`config.mk`:
```
export PLATFORM = sky130hd
export DESIGN_NAME = decode_top
export DESIGN_NICKNAME = d
export VERILOG_FILES = /design/src/hw/la_decode_pkg.sv /design/src/hw/decode_if.sv /design/src/hw/decode_top.sv /design/src/hw/id_1ri20.sv /design/src/hw/id_2ri12.sv /design/src/hw/id_3r.sv /design/src/hw/id_stage.sv
export SDC_FILE = /design/constraint.sdc
export NUM_CORES = 1
export LEC_CHECK = 0
export BUFFER_PORTS_ARGS = -buffer_cell sky130_fd_sc_hd__buf_2
export CAP_MARGIN = 20
export CORE_MARGIN = 2
export CORE_UTILIZATION = 46
export CTS_CLUSTER_DIAMETER = 40
export DETAILED_ROUTE_END_ITERATION = 7
export PLACE_DENSITY = 0.85
export SYNTH_ARGS = -nofsm -noshare
export SYNTH_HDL_FRONTEND = slang
export SYNTH_HIERARCHICAL = 1
export SYNTH_SLANG_ARGS = --single-unit
export TNS_END_PERCENT = 5
```
`constraint.sdc`:
```
create_clock -name clk -period 0.8 [get_ports clk]
set_input_delay 0.16 -clock clk [delete_from_list [all_inputs] [get_ports clk]]
set_output_delay 0.16 -clock clk [all_outputs]
set_load 0.01 [all_outputs]
```
`src/hw/la_decode_pkg.sv`:
```
`default_nettype none

package la_decode_pkg;

    // one instruction word, three field layouts
    typedef union packed {
        struct packed {
            logic [16:0] opcode;
            logic [4:0]  rk;
            logic [4:0]  rj;
            logic [4:0]  rd;
        } fmt_3r;
        struct packed {
            logic [9:0]  opcode;
            logic [11:0] si12;
            logic [4:0]  rj;
            logic [4:0]  rd;
        } fmt_2ri12;
        struct packed {
            logic [6:0]  opcode;
            logic [19:0] si20;
            logic [4:0]  rd;
        } fmt_1ri20;
    } inst_word_t;

    // inst[31:15]
    localparam logic [16:0]
        ADDW_OPCODE    = 17'h00020, SUBW_OPCODE    = 17'h00022, SLT_OPCODE     = 17'h00024,
        SLTU_OPCODE    = 17'h00025, NOR_OPCODE     = 17'h00028, AND_OPCODE     = 17'h00029,
        OR_OPCODE      = 17'h0002a, XOR_OPCODE     = 17'h0002b, SLLW_OPCODE    = 17'h0002e,
        SRLW_OPCODE    = 17'h0002f, SRAW_OPCODE    = 17'h00030, MULW_OPCODE    = 17'h00038,
        MULHW_OPCODE   = 17'h00039, MULHWU_OPCODE  = 17'h0003a, DIVW_OPCODE    = 17'h00040,
        MODW_OPCODE    = 17'h00041, DIVWU_OPCODE   = 17'h00042, MODWU_OPCODE   = 17'h00043,
        BREAK_OPCODE   = 17'h00054, SYSCALL_OPCODE = 17'h00056, SLLIW_OPCODE   = 17'h00081,
        SRLIW_OPCODE   = 17'h00089, SRAIW_OPCODE   = 17'h00091, IDLE_OPCODE    = 17'h00c91,
        INVTLB_OPCODE  = 17'h00c93, DBAR_OPCODE    = 17'h070e4, IBAR_OPCODE    = 17'h070e5;

    // inst[31:22]
    localparam logic [9:0]
        SLTI_OPCODE  = 10'h008, SLTUI_OPCODE = 10'h009, ADDIW_OPCODE = 10'h00a,
        ANDI_OPCODE  = 10'h00d, ORI_OPCODE   = 10'h00e, XORI_OPCODE  = 10'h00f;

    // inst[31:25]
    localparam logic [6:0]
        LU12IW_OPCODE    = 7'h0a,
        PCADDU12I_OPCODE = 7'h0e;

    localparam int ALUOP_W = 8;
    localparam logic [ALUOP_W-1:0]
        ALU_NOP    = 8'd0,  ALU_ADDW    = 8'd1,  ALU_SUBW  = 8'd2,  ALU_SLT    = 8'd3,
        ALU_SLTU   = 8'd4,  ALU_NOR     = 8'd5,  ALU_AND   = 8'd6,  ALU_OR     = 8'd7,
        ALU_XOR    = 8'd8,  ALU_SLLW    = 8'd9,  ALU_SRLW  = 8'd10, ALU_SRAW   = 8'd11,
        ALU_MULW   = 8'd12, ALU_MULHW   = 8'd13, ALU_MULHWU = 8'd14, ALU_DIVW  = 8'd15,
        ALU_MODW   = 8'd16, ALU_DIVWU   = 8'd17, ALU_MODWU = 8'd18, ALU_BREAK  = 8'd19,
        ALU_SYSCALL = 8'd20, ALU_SLLIW  = 8'd21, ALU_SRLIW = 8'd22, ALU_SRAIW  = 8'd23,
        ALU_IDLE   = 8'd24, ALU_INVTLB  = 8'd25, ALU_DBAR  = 8'd26, ALU_IBAR   = 8'd27,
        ALU_ADDIW  = 8'd28, ALU_SLTI    = 8'd29, ALU_SLTUI = 8'd30, ALU_ANDI   = 8'd31,
        ALU_ORI    = 8'd32, ALU_XORI    = 8'd33, ALU_LU12IW = 8'd34, ALU_PCADDU12I = 8'd35;

    localparam int ALUSEL_W = 3;
    localparam logic [ALUSEL_W-1:0]
        ALU_SEL_NOP        = 3'd0,
        ALU_SEL_ARITHMETIC = 3'd1,
        ALU_SEL_MUL        = 3'd2,
        ALU_SEL_LUI        = 3'd3;

    localparam int ECODE_W = 7;
    localparam logic [ECODE_W-1:0]
        ECODE_NONE = 7'd0,
        ECODE_ADEF = 7'd8,   // fetch address error
        ECODE_INE  = 7'd13;  // instruction not exist

endpackage

`default_nettype wire

```
`src/hw/decode_if.sv`:
```
`timescale 1ns/1ps
`default_nettype none

interface decode_if;
    logic                               hit;
    logic                               reg_write_en;
    logic                               reg1_read_en;
    logic                               reg2_read_en;
    logic [la_decode_pkg::ALUOP_W-1:0]  aluop;
    logic [la_decode_pkg::ALUSEL_W-1:0] alusel;
    logic [31:0]                        imm;
    logic                               is_privilege;
    logic [4:0]                         invtlb_op;

    modport decoder (
        output hit, reg_write_en, reg1_read_en, reg2_read_en,
        output aluop, alusel, imm, is_privilege, invtlb_op
    );

    modport stage (
        input hit, reg_write_en, reg1_read_en, reg2_read_en,
        input aluop, alusel, imm, is_privilege, invtlb_op
    );
endinterface

`default_nettype wire

```
`src/hw/decode_top.sv`:
```
`timescale 1ns/1ps
`default_nettype none

module decode_top (
    input  wire                                clk,
    input  wire                                rst_n,
    input  wire                                fetch_valid,
    input  wire                                stall,
    input  wire                                flush,
    input  wire  [31:0]                        pc,
    input  wire  [31:0]                        inst,
    output wire                                id_valid,
    output wire  [31:0]                        pc_out,
    output wire  [31:0]                        inst_out,
    output wire                                reg_write_en,
    output wire  [la_decode_pkg::ALUOP_W-1:0]  aluop,
    output wire  [la_decode_pkg::ALUSEL_W-1:0] alusel,
    output wire  [31:0]                        imm,
    output wire                                reg1_read_en,
    output wire                                reg2_read_en,
    output wire  [4:0]                         reg1_read_addr,
    output wire  [4:0]                         reg2_read_addr,
    output wire  [4:0]                         reg_write_addr,
    output wire                                is_privilege,
    output wire  [4:0]                         invtlb_op,
    output wire  [1:0]                         is_exception,
    output wire  [la_decode_pkg::ECODE_W-1:0]  pc_exception_cause,
    output wire  [la_decode_pkg::ECODE_W-1:0]  decoder_exception_cause
);
    decode_if d3r ();
    decode_if d2ri12 ();
    decode_if d1ri20 ();

    id_3r u_id_3r (
        .inst (inst),
        .dec  (d3r)
    );

    id_2ri12 u_id_2ri12 (
        .inst (inst),
        .dec  (d2ri12)
    );

    id_1ri20 u_id_1ri20 (
        .inst (inst),
        .dec  (d1ri20)
    );

    // every stage port matches a top port or bundle by name
    id_stage u_id_stage (.*);
endmodule

`default_nettype wire

```
`src/hw/id_1ri20.sv`:
```
`timescale 1ns/1ps
`default_nettype none

module id_1ri20 (
    input wire la_decode_pkg::inst_word_t inst,
    decode_if.decoder                     dec
);
    always_comb begin
        dec.hit          = 1'b1;
        dec.reg_write_en = 1'b1;
        dec.reg1_read_en = 1'b0;
        dec.reg2_read_en = 1'b0;
        dec.imm          = {inst.fmt_1ri20.si20, 12'b0};
        dec.is_privilege = 1'b0;
        dec.invtlb_op    = 5'b0;

        case (inst.fmt_1ri20.opcode)
            la_decode_pkg::LU12IW_OPCODE: begin
                dec.aluop  = la_decode_pkg::ALU_LU12IW;
                dec.alusel = la_decode_pkg::ALU_SEL_LUI;
            end
            la_decode_pkg::PCADDU12I_OPCODE: begin  // execute adds pc
                dec.aluop  = la_decode_pkg::ALU_PCADDU12I;
                dec.alusel = la_decode_pkg::ALU_SEL_ARITHMETIC;
            end
            default: begin
                dec.hit          = 1'b0;
                dec.reg_write_en = 1'b0;
                dec.aluop        = la_decode_pkg::ALU_NOP;
                dec.alusel       = la_decode_pkg::ALU_SEL_NOP;
                dec.imm          = 32'b0;
            end
        endcase
    end
endmodule

`default_nettype wire

```
`src/hw/id_2ri12.sv`:
```
`timescale 1ns/1ps
`default_nettype none

module id_2ri12 (
    input wire la_decode_pkg::inst_word_t inst,
    decode_if.decoder                     dec
);
    logic [11:0] si12;
    logic [31:0] imm_sext;
    logic [31:0] imm_zext;

    assign si12     = inst.fmt_2ri12.si12;
    assign imm_sext = {{20{si12[11]}}, si12};
    assign imm_zext = {20'b0, si12};  // logical ops

    always_comb begin
        dec.hit          = 1'b1;
        dec.reg_write_en = 1'b1;
        dec.reg1_read_en = 1'b1;
        dec.reg2_read_en = 1'b0;
        dec.alusel       = la_decode_pkg::ALU_SEL_ARITHMETIC;
        dec.imm          = imm_sext;
        dec.is_privilege = 1'b0;
        dec.invtlb_op    = 5'b0;

        case (inst.fmt_2ri12.opcode)
            la_decode_pkg::ADDIW_OPCODE: dec.aluop = la_decode_pkg::ALU_ADDIW;
            la_decode_pkg::SLTI_OPCODE:  dec.aluop = la_decode_pkg::ALU_SLTI;
            la_decode_pkg::SLTUI_OPCODE: dec.aluop = la_decode_pkg::ALU_SLTUI;
            la_decode_pkg::ANDI_OPCODE: begin
                dec.aluop = la_decode_pkg::ALU_ANDI;
                dec.imm   = imm_zext;
            end
            la_decode_pkg::ORI_OPCODE: begin
                dec.aluop = la_decode_pkg::ALU_ORI;
                dec.imm   = imm_zext;
            end
            la_decode_pkg::XORI_OPCODE: begin
                dec.aluop = la_decode_pkg::ALU_XORI;
                dec.imm   = imm_zext;
            end
            default: begin
                dec.hit          = 1'b0;
                dec.reg_write_en = 1'b0;
                dec.reg1_read_en = 1'b0;
                dec.aluop        = la_decode_pkg::ALU_NOP;
                dec.alusel       = la_decode_pkg::ALU_SEL_NOP;
                dec.imm          = 32'b0;
            end
        endcase
    end
endmodule

`default_nettype wire

```
`src/hw/id_3r.sv`:
```
`timescale 1ns/1ps
`default_nettype none

module id_3r (
    input wire la_decode_pkg::inst_word_t inst,
    decode_if.decoder                     dec
);
    logic [16:0] opcode;
    logic [4:0]  ui5;

    assign opcode = inst.fmt_3r.opcode;
    assign ui5    = inst.fmt_3r.rk;  // shift amount lives in rk

    always_comb begin
        dec.hit          = 1'b1;
        dec.reg_write_en = 1'b1;
        dec.reg1_read_en = 1'b1;
        dec.reg2_read_en = 1'b1;
        dec.alusel       = la_decode_pkg::ALU_SEL_ARITHMETIC;
        dec.imm          = 32'b0;
        dec.is_privilege = 1'b0;
        dec.invtlb_op    = 5'b0;

        case (opcode)
            la_decode_pkg::ADDW_OPCODE:    dec.aluop = la_decode_pkg::ALU_ADDW;
            la_decode_pkg::SUBW_OPCODE:    dec.aluop = la_decode_pkg::ALU_SUBW;
            la_decode_pkg::SLT_OPCODE:     dec.aluop = la_decode_pkg::ALU_SLT;
            la_decode_pkg::SLTU_OPCODE:    dec.aluop = la_decode_pkg::ALU_SLTU;
            la_decode_pkg::NOR_OPCODE:     dec.aluop = la_decode_pkg::ALU_NOR;
            la_decode_pkg::AND_OPCODE:     dec.aluop = la_decode_pkg::ALU_AND;
            la_decode_pkg::OR_OPCODE:      dec.aluop = la_decode_pkg::ALU_OR;
            la_decode_pkg::XOR_OPCODE:     dec.aluop = la_decode_pkg::ALU_XOR;
            la_decode_pkg::SLLW_OPCODE:    dec.aluop = la_decode_pkg::ALU_SLLW;
            la_decode_pkg::SRLW_OPCODE:    dec.aluop = la_decode_pkg::ALU_SRLW;
            la_decode_pkg::SRAW_OPCODE:    dec.aluop = la_decode_pkg::ALU_SRAW;
            la_decode_pkg::MULW_OPCODE:    dec.aluop = la_decode_pkg::ALU_MULW;
            la_decode_pkg::MULHW_OPCODE:   dec.aluop = la_decode_pkg::ALU_MULHW;
            la_decode_pkg::MULHWU_OPCODE:  dec.aluop = la_decode_pkg::ALU_MULHWU;
            la_decode_pkg::DIVW_OPCODE:    dec.aluop = la_decode_pkg::ALU_DIVW;
            la_decode_pkg::MODW_OPCODE:    dec.aluop = la_decode_pkg::ALU_MODW;
            la_decode_pkg::DIVWU_OPCODE:   dec.aluop = la_decode_pkg::ALU_DIVWU;
            la_decode_pkg::MODWU_OPCODE:   dec.aluop = la_decode_pkg::ALU_MODWU;
            la_decode_pkg::BREAK_OPCODE:   dec.aluop = la_decode_pkg::ALU_BREAK;
            la_decode_pkg::SYSCALL_OPCODE: dec.aluop = la_decode_pkg::ALU_SYSCALL;
            la_decode_pkg::SLLIW_OPCODE:   dec.aluop = la_decode_pkg::ALU_SLLIW;
            la_decode_pkg::SRLIW_OPCODE:   dec.aluop = la_decode_pkg::ALU_SRLIW;
            la_decode_pkg::SRAIW_OPCODE:   dec.aluop = la_decode_pkg::ALU_SRAIW;
            la_decode_pkg::IDLE_OPCODE:    dec.aluop = la_decode_pkg::ALU_IDLE;
            la_decode_pkg::INVTLB_OPCODE:  dec.aluop = la_decode_pkg::ALU_INVTLB;
            la_decode_pkg::DBAR_OPCODE:    dec.aluop = la_decode_pkg::ALU_DBAR;
            la_decode_pkg::IBAR_OPCODE:    dec.aluop = la_decode_pkg::ALU_IBAR;
            default:                       dec.aluop = la_decode_pkg::ALU_NOP;
        endcase

        // per-group attributes
        case (opcode)
            la_decode_pkg::MULW_OPCODE, la_decode_pkg::MULHW_OPCODE,
            la_decode_pkg::MULHWU_OPCODE, la_decode_pkg::DIVW_OPCODE,
            la_decode_pkg::MODW_OPCODE, la_decode_pkg::DIVWU_OPCODE,
            la_decode_pkg::MODWU_OPCODE:
                dec.alusel = la_decode_pkg::ALU_SEL_MUL;
            la_decode_pkg::SLLIW_OPCODE, la_decode_pkg::SRLIW_OPCODE,
            la_decode_pkg::SRAIW_OPCODE: begin
                dec.reg2_read_en = 1'b0;
                dec.imm          = {27'b0, ui5};
            end
            la_decode_pkg::INVTLB_OPCODE: begin  // reads rj/rk, op in rd
                dec.reg_write_en = 1'b0;
                dec.alusel       = la_decode_pkg::ALU_SEL_NOP;
                dec.is_privilege = 1'b1;
                dec.invtlb_op    = inst.fmt_3r.rd;
            end
            la_decode_pkg::IDLE_OPCODE, la_decode_pkg::BREAK_OPCODE,
            la_decode_pkg::SYSCALL_OPCODE, la_decode_pkg::DBAR_OPCODE,
            la_decode_pkg::IBAR_OPCODE: begin
                dec.reg_write_en = 1'b0;
                dec.reg1_read_en = 1'b0;
                dec.reg2_read_en = 1'b0;
                dec.alusel       = la_decode_pkg::ALU_SEL_NOP;
                dec.is_privilege = (opcode == la_decode_pkg::IDLE_OPCODE);
            end
            default: ;
        endcase

        if (dec.aluop == la_decode_pkg::ALU_NOP) begin  // not a 3R word
            dec.hit          = 1'b0;
            dec.reg_write_en = 1'b0;
            dec.reg1_read_en = 1'b0;
            dec.reg2_read_en = 1'b0;
            dec.alusel       = la_decode_pkg::ALU_SEL_NOP;
        end
    end
endmodule

`default_nettype wire

```
`src/hw/id_stage.sv`:
```
`timescale 1ns/1ps
`default_nettype none

module id_stage (
    input  wire                                  clk,
    input  wire                                  rst_n,
    input  wire                                  fetch_valid,
    input  wire                                  stall,
    input  wire                                  flush,
    input  wire  [31:0]                          pc,
    input  wire  [31:0]                          inst,
    decode_if.stage                              d3r,
    decode_if.stage                              d2ri12,
    decode_if.stage                              d1ri20,
    output logic                                 id_valid,
    output logic [31:0]                          pc_out,
    output logic [31:0]                          inst_out,
    output logic                                 reg_write_en,
    output logic [la_decode_pkg::ALUOP_W-1:0]    aluop,
    output logic [la_decode_pkg::ALUSEL_W-1:0]   alusel,
    output logic [31:0]                          imm,
    output logic                                 reg1_read_en,
    output logic                                 reg2_read_en,
    output logic [4:0]                           reg1_read_addr,
    output logic [4:0]                           reg2_read_addr,
    output logic [4:0]                           reg_write_addr,
    output logic                                 is_privilege,
    output logic [4:0]                           invtlb_op,
    output logic [1:0]                           is_exception,
    output logic [la_decode_pkg::ECODE_W-1:0]    pc_exception_cause,
    output logic [la_decode_pkg::ECODE_W-1:0]    decoder_exception_cause
);
    logic dec_miss;
    logic pc_misaligned;
    logic capture;

    assign dec_miss      = ~(d3r.hit | d2ri12.hit | d1ri20.hit);
    assign pc_misaligned = |pc[1:0];
    assign capture       = fetch_valid & ~stall & ~flush;

    // a missing decoder drives zeros, so or-ing the bundles selects the hit
    always_ff @(posedge clk or negedge rst_n) begin
        if (!rst_n) begin
            id_valid                <= 1'b0;
            reg_write_en            <= 1'b0;
            reg1_read_en            <= 1'b0;
            reg2_read_en            <= 1'b0;
            is_privilege            <= 1'b0;
            aluop                   <= la_decode_pkg::ALU_NOP;
            alusel                  <= la_decode_pkg::ALU_SEL_NOP;
            is_exception            <= 2'b0;
            pc_exception_cause      <= la_decode_pkg::ECODE_NONE;
            decoder_exception_cause <= la_decode_pkg::ECODE_NONE;
        end else if (flush) begin  // beats stall
            id_valid                <= 1'b0;
            is_exception            <= 2'b0;
            pc_exception_cause      <= la_decode_pkg::ECODE_NONE;
            decoder_exception_cause <= la_decode_pkg::ECODE_NONE;
        end else if (!stall) begin
            id_valid <= fetch_valid;
            if (fetch_valid) begin
                reg_write_en <= ~dec_miss &
                                (d3r.reg_write_en | d2ri12.reg_write_en | d1ri20.reg_write_en);
                reg1_read_en <= ~dec_miss &
                                (d3r.reg1_read_en | d2ri12.reg1_read_en | d1ri20.reg1_read_en);
                reg2_read_en <= ~dec_miss &
                                (d3r.reg2_read_en | d2ri12.reg2_read_en | d1ri20.reg2_read_en);
                is_privilege <= d3r.is_privilege | d2ri12.is_privilege | d1ri20.is_privilege;
                aluop        <= d3r.aluop | d2ri12.aluop | d1ri20.aluop;
                alusel       <= d3r.alusel | d2ri12.alusel | d1ri20.alusel;
                is_exception <= {dec_miss, pc_misaligned};
                pc_exception_cause <= pc_misaligned ? la_decode_pkg::ECODE_ADEF
                                                    : la_decode_pkg::ECODE_NONE;
                decoder_exception_cause <= dec_miss ? la_decode_pkg::ECODE_INE
                                                    : la_decode_pkg::ECODE_NONE;
            end
        end
    end

    always_ff @(posedge clk) begin
        if (capture) begin
            pc_out         <= pc;
            inst_out       <= inst;
            imm            <= d3r.imm | d2ri12.imm | d1ri20.imm;
            invtlb_op      <= d3r.invtlb_op | d2ri12.invtlb_op | d1ri20.invtlb_op;
            reg1_read_addr <= inst[9:5];    // rj
            reg2_read_addr <= inst[14:10];  // rk
            reg_write_addr <= inst[4:0];    // rd
        end
    end
endmodule

`default_nettype wire

```
==> impl_metrics.csv <==
group,metric,value,unit
placed_design,numPortBuffers,206,
worst_setup_path,crit_path_max_fanout,4,
clock_network,cts_tree,"yes",
grt,grt_first_pass_wirelength,28450,um
sta,holdWs,0.02922,ns
clock_network,cts_htree_levels,4,
die,std_cell_rows,42,
sta,final-max-slew-violation-count,0,
logic_synthesis,synth-adder-area-share,0,%
placed_design,postPlaceCellArea,7361,sq um
die,floorplan.die_area,14500,sq um
placed_design,place.gp.congestion,0.9088,
sta,worst_slack,-0.9567,ns
logic_synthesis,synth_largest_type_area_fraction,48.66,%
worst_setup_path,cp-start-kind,"primary input",
sta,final_hold_viol_count,0,
worst_setup_path,worst-r2r-setup-slack,0.08,ns
drt,drt_pass1_iterations,6,
clock_network,clk_pin_slew_worst_paths,0.06,ns
clock_network,clock-sinks,119,
placed_design,detailedPlacementHpwl,11290,um
run_status,failed_checks,"setup timing",
clock_network,ctsLongestPathBuffers,2,
layout,finalCoreUtilization,68.64,%
power,peak_supply_drop,1.302,mV
sta,setup_repair_after_global_routing_missed_its_margin,"yes",
die,boundaryPins,217,
grt,global_route.usage.total,25.86,%
layout,finish.cell_count_without_fillers,1019,
clock_network,clock_tree.root_cell,"clkbuf_16",
placed_design,placed_cells,924,
grt,grt_pass1_vias,5178,
layout,design_area,9090,sq um
grt,antenna_found_initial,1,
logic_synthesis,synth_mux_area_share,0.1606,%
logic_synthesis,synthMostInstantiatedCell,"buf_4",
logic_synthesis,ys_top_cells_by_count,"buf_4, edfxtp_1, or3_1, and3_1, nor3_1",
power,power-per-cell-area,1866,nW/um^2
drt,routed_via_density,5.256,
logic_synthesis,ys_top_cells_by_area,"edfxtp_1, buf_4, dfrtp_1",
power,leakage,4.133,nW
logic_synthesis,synth-compound-area-share,4.436,%
sta,achievable-frequency,569.3,MHz
grt,globalRouteOverflowTotal,0,
layout,layout.filler_cells,826,
logic_synthesis,synth_top_family_by_area,"simple AND/OR/NAND/NOR gates",
logic_synthesis,synthesis.yosys.warnings,6,
logic_synthesis,share_of_synthesized_area_occupied_by_flip_flops_and_latches,55.88,%
logic_synthesis,cell_count_after_synthesis,526,
worst_setup_path,endpoint_kind,"register",
die,die_x,120.4,um
sta,final_period_demand_of_the_worst_path,1.757,ns
drt,avgRoutedWirePerCell,19.67,um
sta,report.final.setup_viol,289,
sta,final_cycle_share,219.6,%
sta,setup_total_negative_slack,-94.25,ns
logic_synthesis,synth_largest_area_cell,"edfxtp_1",
worst_setup_path,required_time_of_the_critical_path,1.12,ns
die,core,13240,sq um
logic_synthesis,synth-main-ff-cell,"edfxtp_1",
die,initial_utilization,47.07,%
drt,drt-initial-drc-count,672,
clock_network,cts_inserted_buffers,17,
drt,dr_total_vias,5356,
drt,drtAntennaViolNets,0,
drt,post-route-drc-count,0,
run_status,run_status,"complete, but fails checks",
die,chipHeight,120.4,um
logic_synthesis,post_synth.cell_area_avg,11.85,sq um
logic_synthesis,ys_seq_elements,119,
worst_setup_path,setup.worst_path.class,"primary input to register",
logic_synthesis,synth_area,6233,sq um
logic_synthesis,post_synth_xor_area_fraction,0.2810,%
logic_synthesis,async_set_or_reset_flop_fraction_in_the_synthesized_netlist,15.13,%
flow_run,cap_viol_max_count,0,
logic_synthesis,synth_edf_count,101,
layout,final_layout_size_suffix_gt1_share,47.62,%
logic_synthesis,yosys.area_share.simple,21.48,%
logic_synthesis,synth_cell_type_count,56,
layout,syn2layout_area_growth,45.83,%
sta,finClkSkew,0,ns
clock_network,clkLatencyLatePin,0.42,ns
drt,postRouteWirelength,20040,um
layout,design.final.nets,898,
hold_path,hold_class,"primary input to register",
grt,grt_max_degree,50,
worst_setup_path,worst_ep_arrival_time,2.07,ns
[placed cells by master, fill, tap and decap left out, types with 6 or more instances in the layout]
cell	count
buf_4	77
buf_2	179
o21ai_1	8
o21ai_0	7
edfxtp_1	101
clkbuf_16	17
nor3_2	7
buf_6	38
conb_1	78
nor2_1	16
nor3_1	19
dfrtp_1	18
and3_1	31
and2_1	9
nand3_1	9
or3_1	32
buf_12	6
dlygate4sd3_1	49
nand2_1	20
[sequential cells by signal, indices dropped and copies added (netlist names)]
signal and cells:
u_id_stage/id_valid 1, u_id_stage/invtlb_op 5, u_id_stage/reg1_read_en 1, u_id_stage/reg_write_en 1
u_id_stage/alusel 3, u_id_stage/inst_out 32, u_id_stage/aluop 8, u_id_stage/reg2_read_en 1
u_id_stage/is_privilege 1, u_id_stage/is_exception 1, u_id_stage/pc_out 32, u_id_stage/decoder_exception_cause 1
u_id_stage/imm 32
[through the flow]
stage               setup slack [ns]  power, mW
global route                  -1.035      17.49
finish                       -0.9567      16.96
global placement              -1.352      9.011
floorplan                     -1.587      8.410
detailed placement            -1.385      9.060
CTS                          -0.9749      16.67
[worst paths after layout]
path	startpoint	endpoint	depth (start not counted)
setup / recovery	inst[26]	u_id_stage/reg1_read_en$_DFFE_PN0P_	8
min in group asynchronous	rst_n	u_id_stage/aluop[4]$_DFFE_PN0P_	2
max in group asynchronous	rst_n	u_id_stage/alusel[0]$_DFFE_PN0P_	2
setup reg to reg	u_id_stage/decoder_exception_cause[2]$_DFFE_PN0P_	u_id_stage/decoder_exception_cause[2]$_DFFE_PN0P_	2
hold reg to reg	u_id_stage/aluop[7]$_DFFE_PN0P_	u_id_stage/aluop[7]$_DFFE_PN0P_	2
hold / removal	inst[21]	u_id_stage/inst_out[21]$_DFFE_PP_	1
[worst max-delay path: stages]
cell and delay (ns):
buf_8 0.10, or4_4 0.57, nor4_4 0.40, nor2_4 0.06, nor4b_4 0.14, a2111oi_2 0.32, nor3_1 0.08, o31ai_1 0.24
[repair_timing]
action | in CTS | in global routing
resized for setup | 88 | 48
pin swaps | 43 | 37
cloned | 1 | 0
endpoints found under the hold margin | 68 | 1
hold buffers | 48 | 1
setup buffers | 8 | 7
endpoints found under the setup margin | 289 | 291
[area by class of cell]
| cell class | instances | area (sq um) | area share (%) |
|---|---|---|---|
| Tap cell | 176 | 220.2 | 2.423 |
| Inverter | 5 | 22.52 | 0.2478 |
| Clock inverter | 15 | 146.4 | 1.610 |
| Clock buffer | 17 | 425.4 | 4.680 |
| Timing Repair Buffer | 352 | 2557 | 28.13 |
| Sequential cell | 119 | 3483 | 38.32 |
| Antenna cell | 1 | 2.502 | 0.02753 |
| Multi-Input combinational cell | 334 | 2232 | 24.56 |
[report_power, final]
group	total, mW	internal [mW]	leakage (nW)	switching (mW)
Clock	7.42	4.34	0.274	3.08
Combinational	2.28	1.10	2.68	1.18
Sequential	7.27	7.11	1.17	0.155
[kinds of logic after synthesis]
logic type | Yosys count
AOI/OAI and AO/OA | 42
xor gates and xnor gates | 2
buffers and inverters | 147
DFF | 119
other | 4
and+or+nand+nor | 211
muxes | 1
[metal layers]
metal	vias to the layer above	global-route usage (%)	share of wire [%]
li1	2333	-	-
met1	2544	29.39	35
met2	394	45.02	51
met3	85	8.255	9.7
met4	0	10.47	4.9
met5	-	0	0
Note: power is estimated with default switching activity, not from simulation.
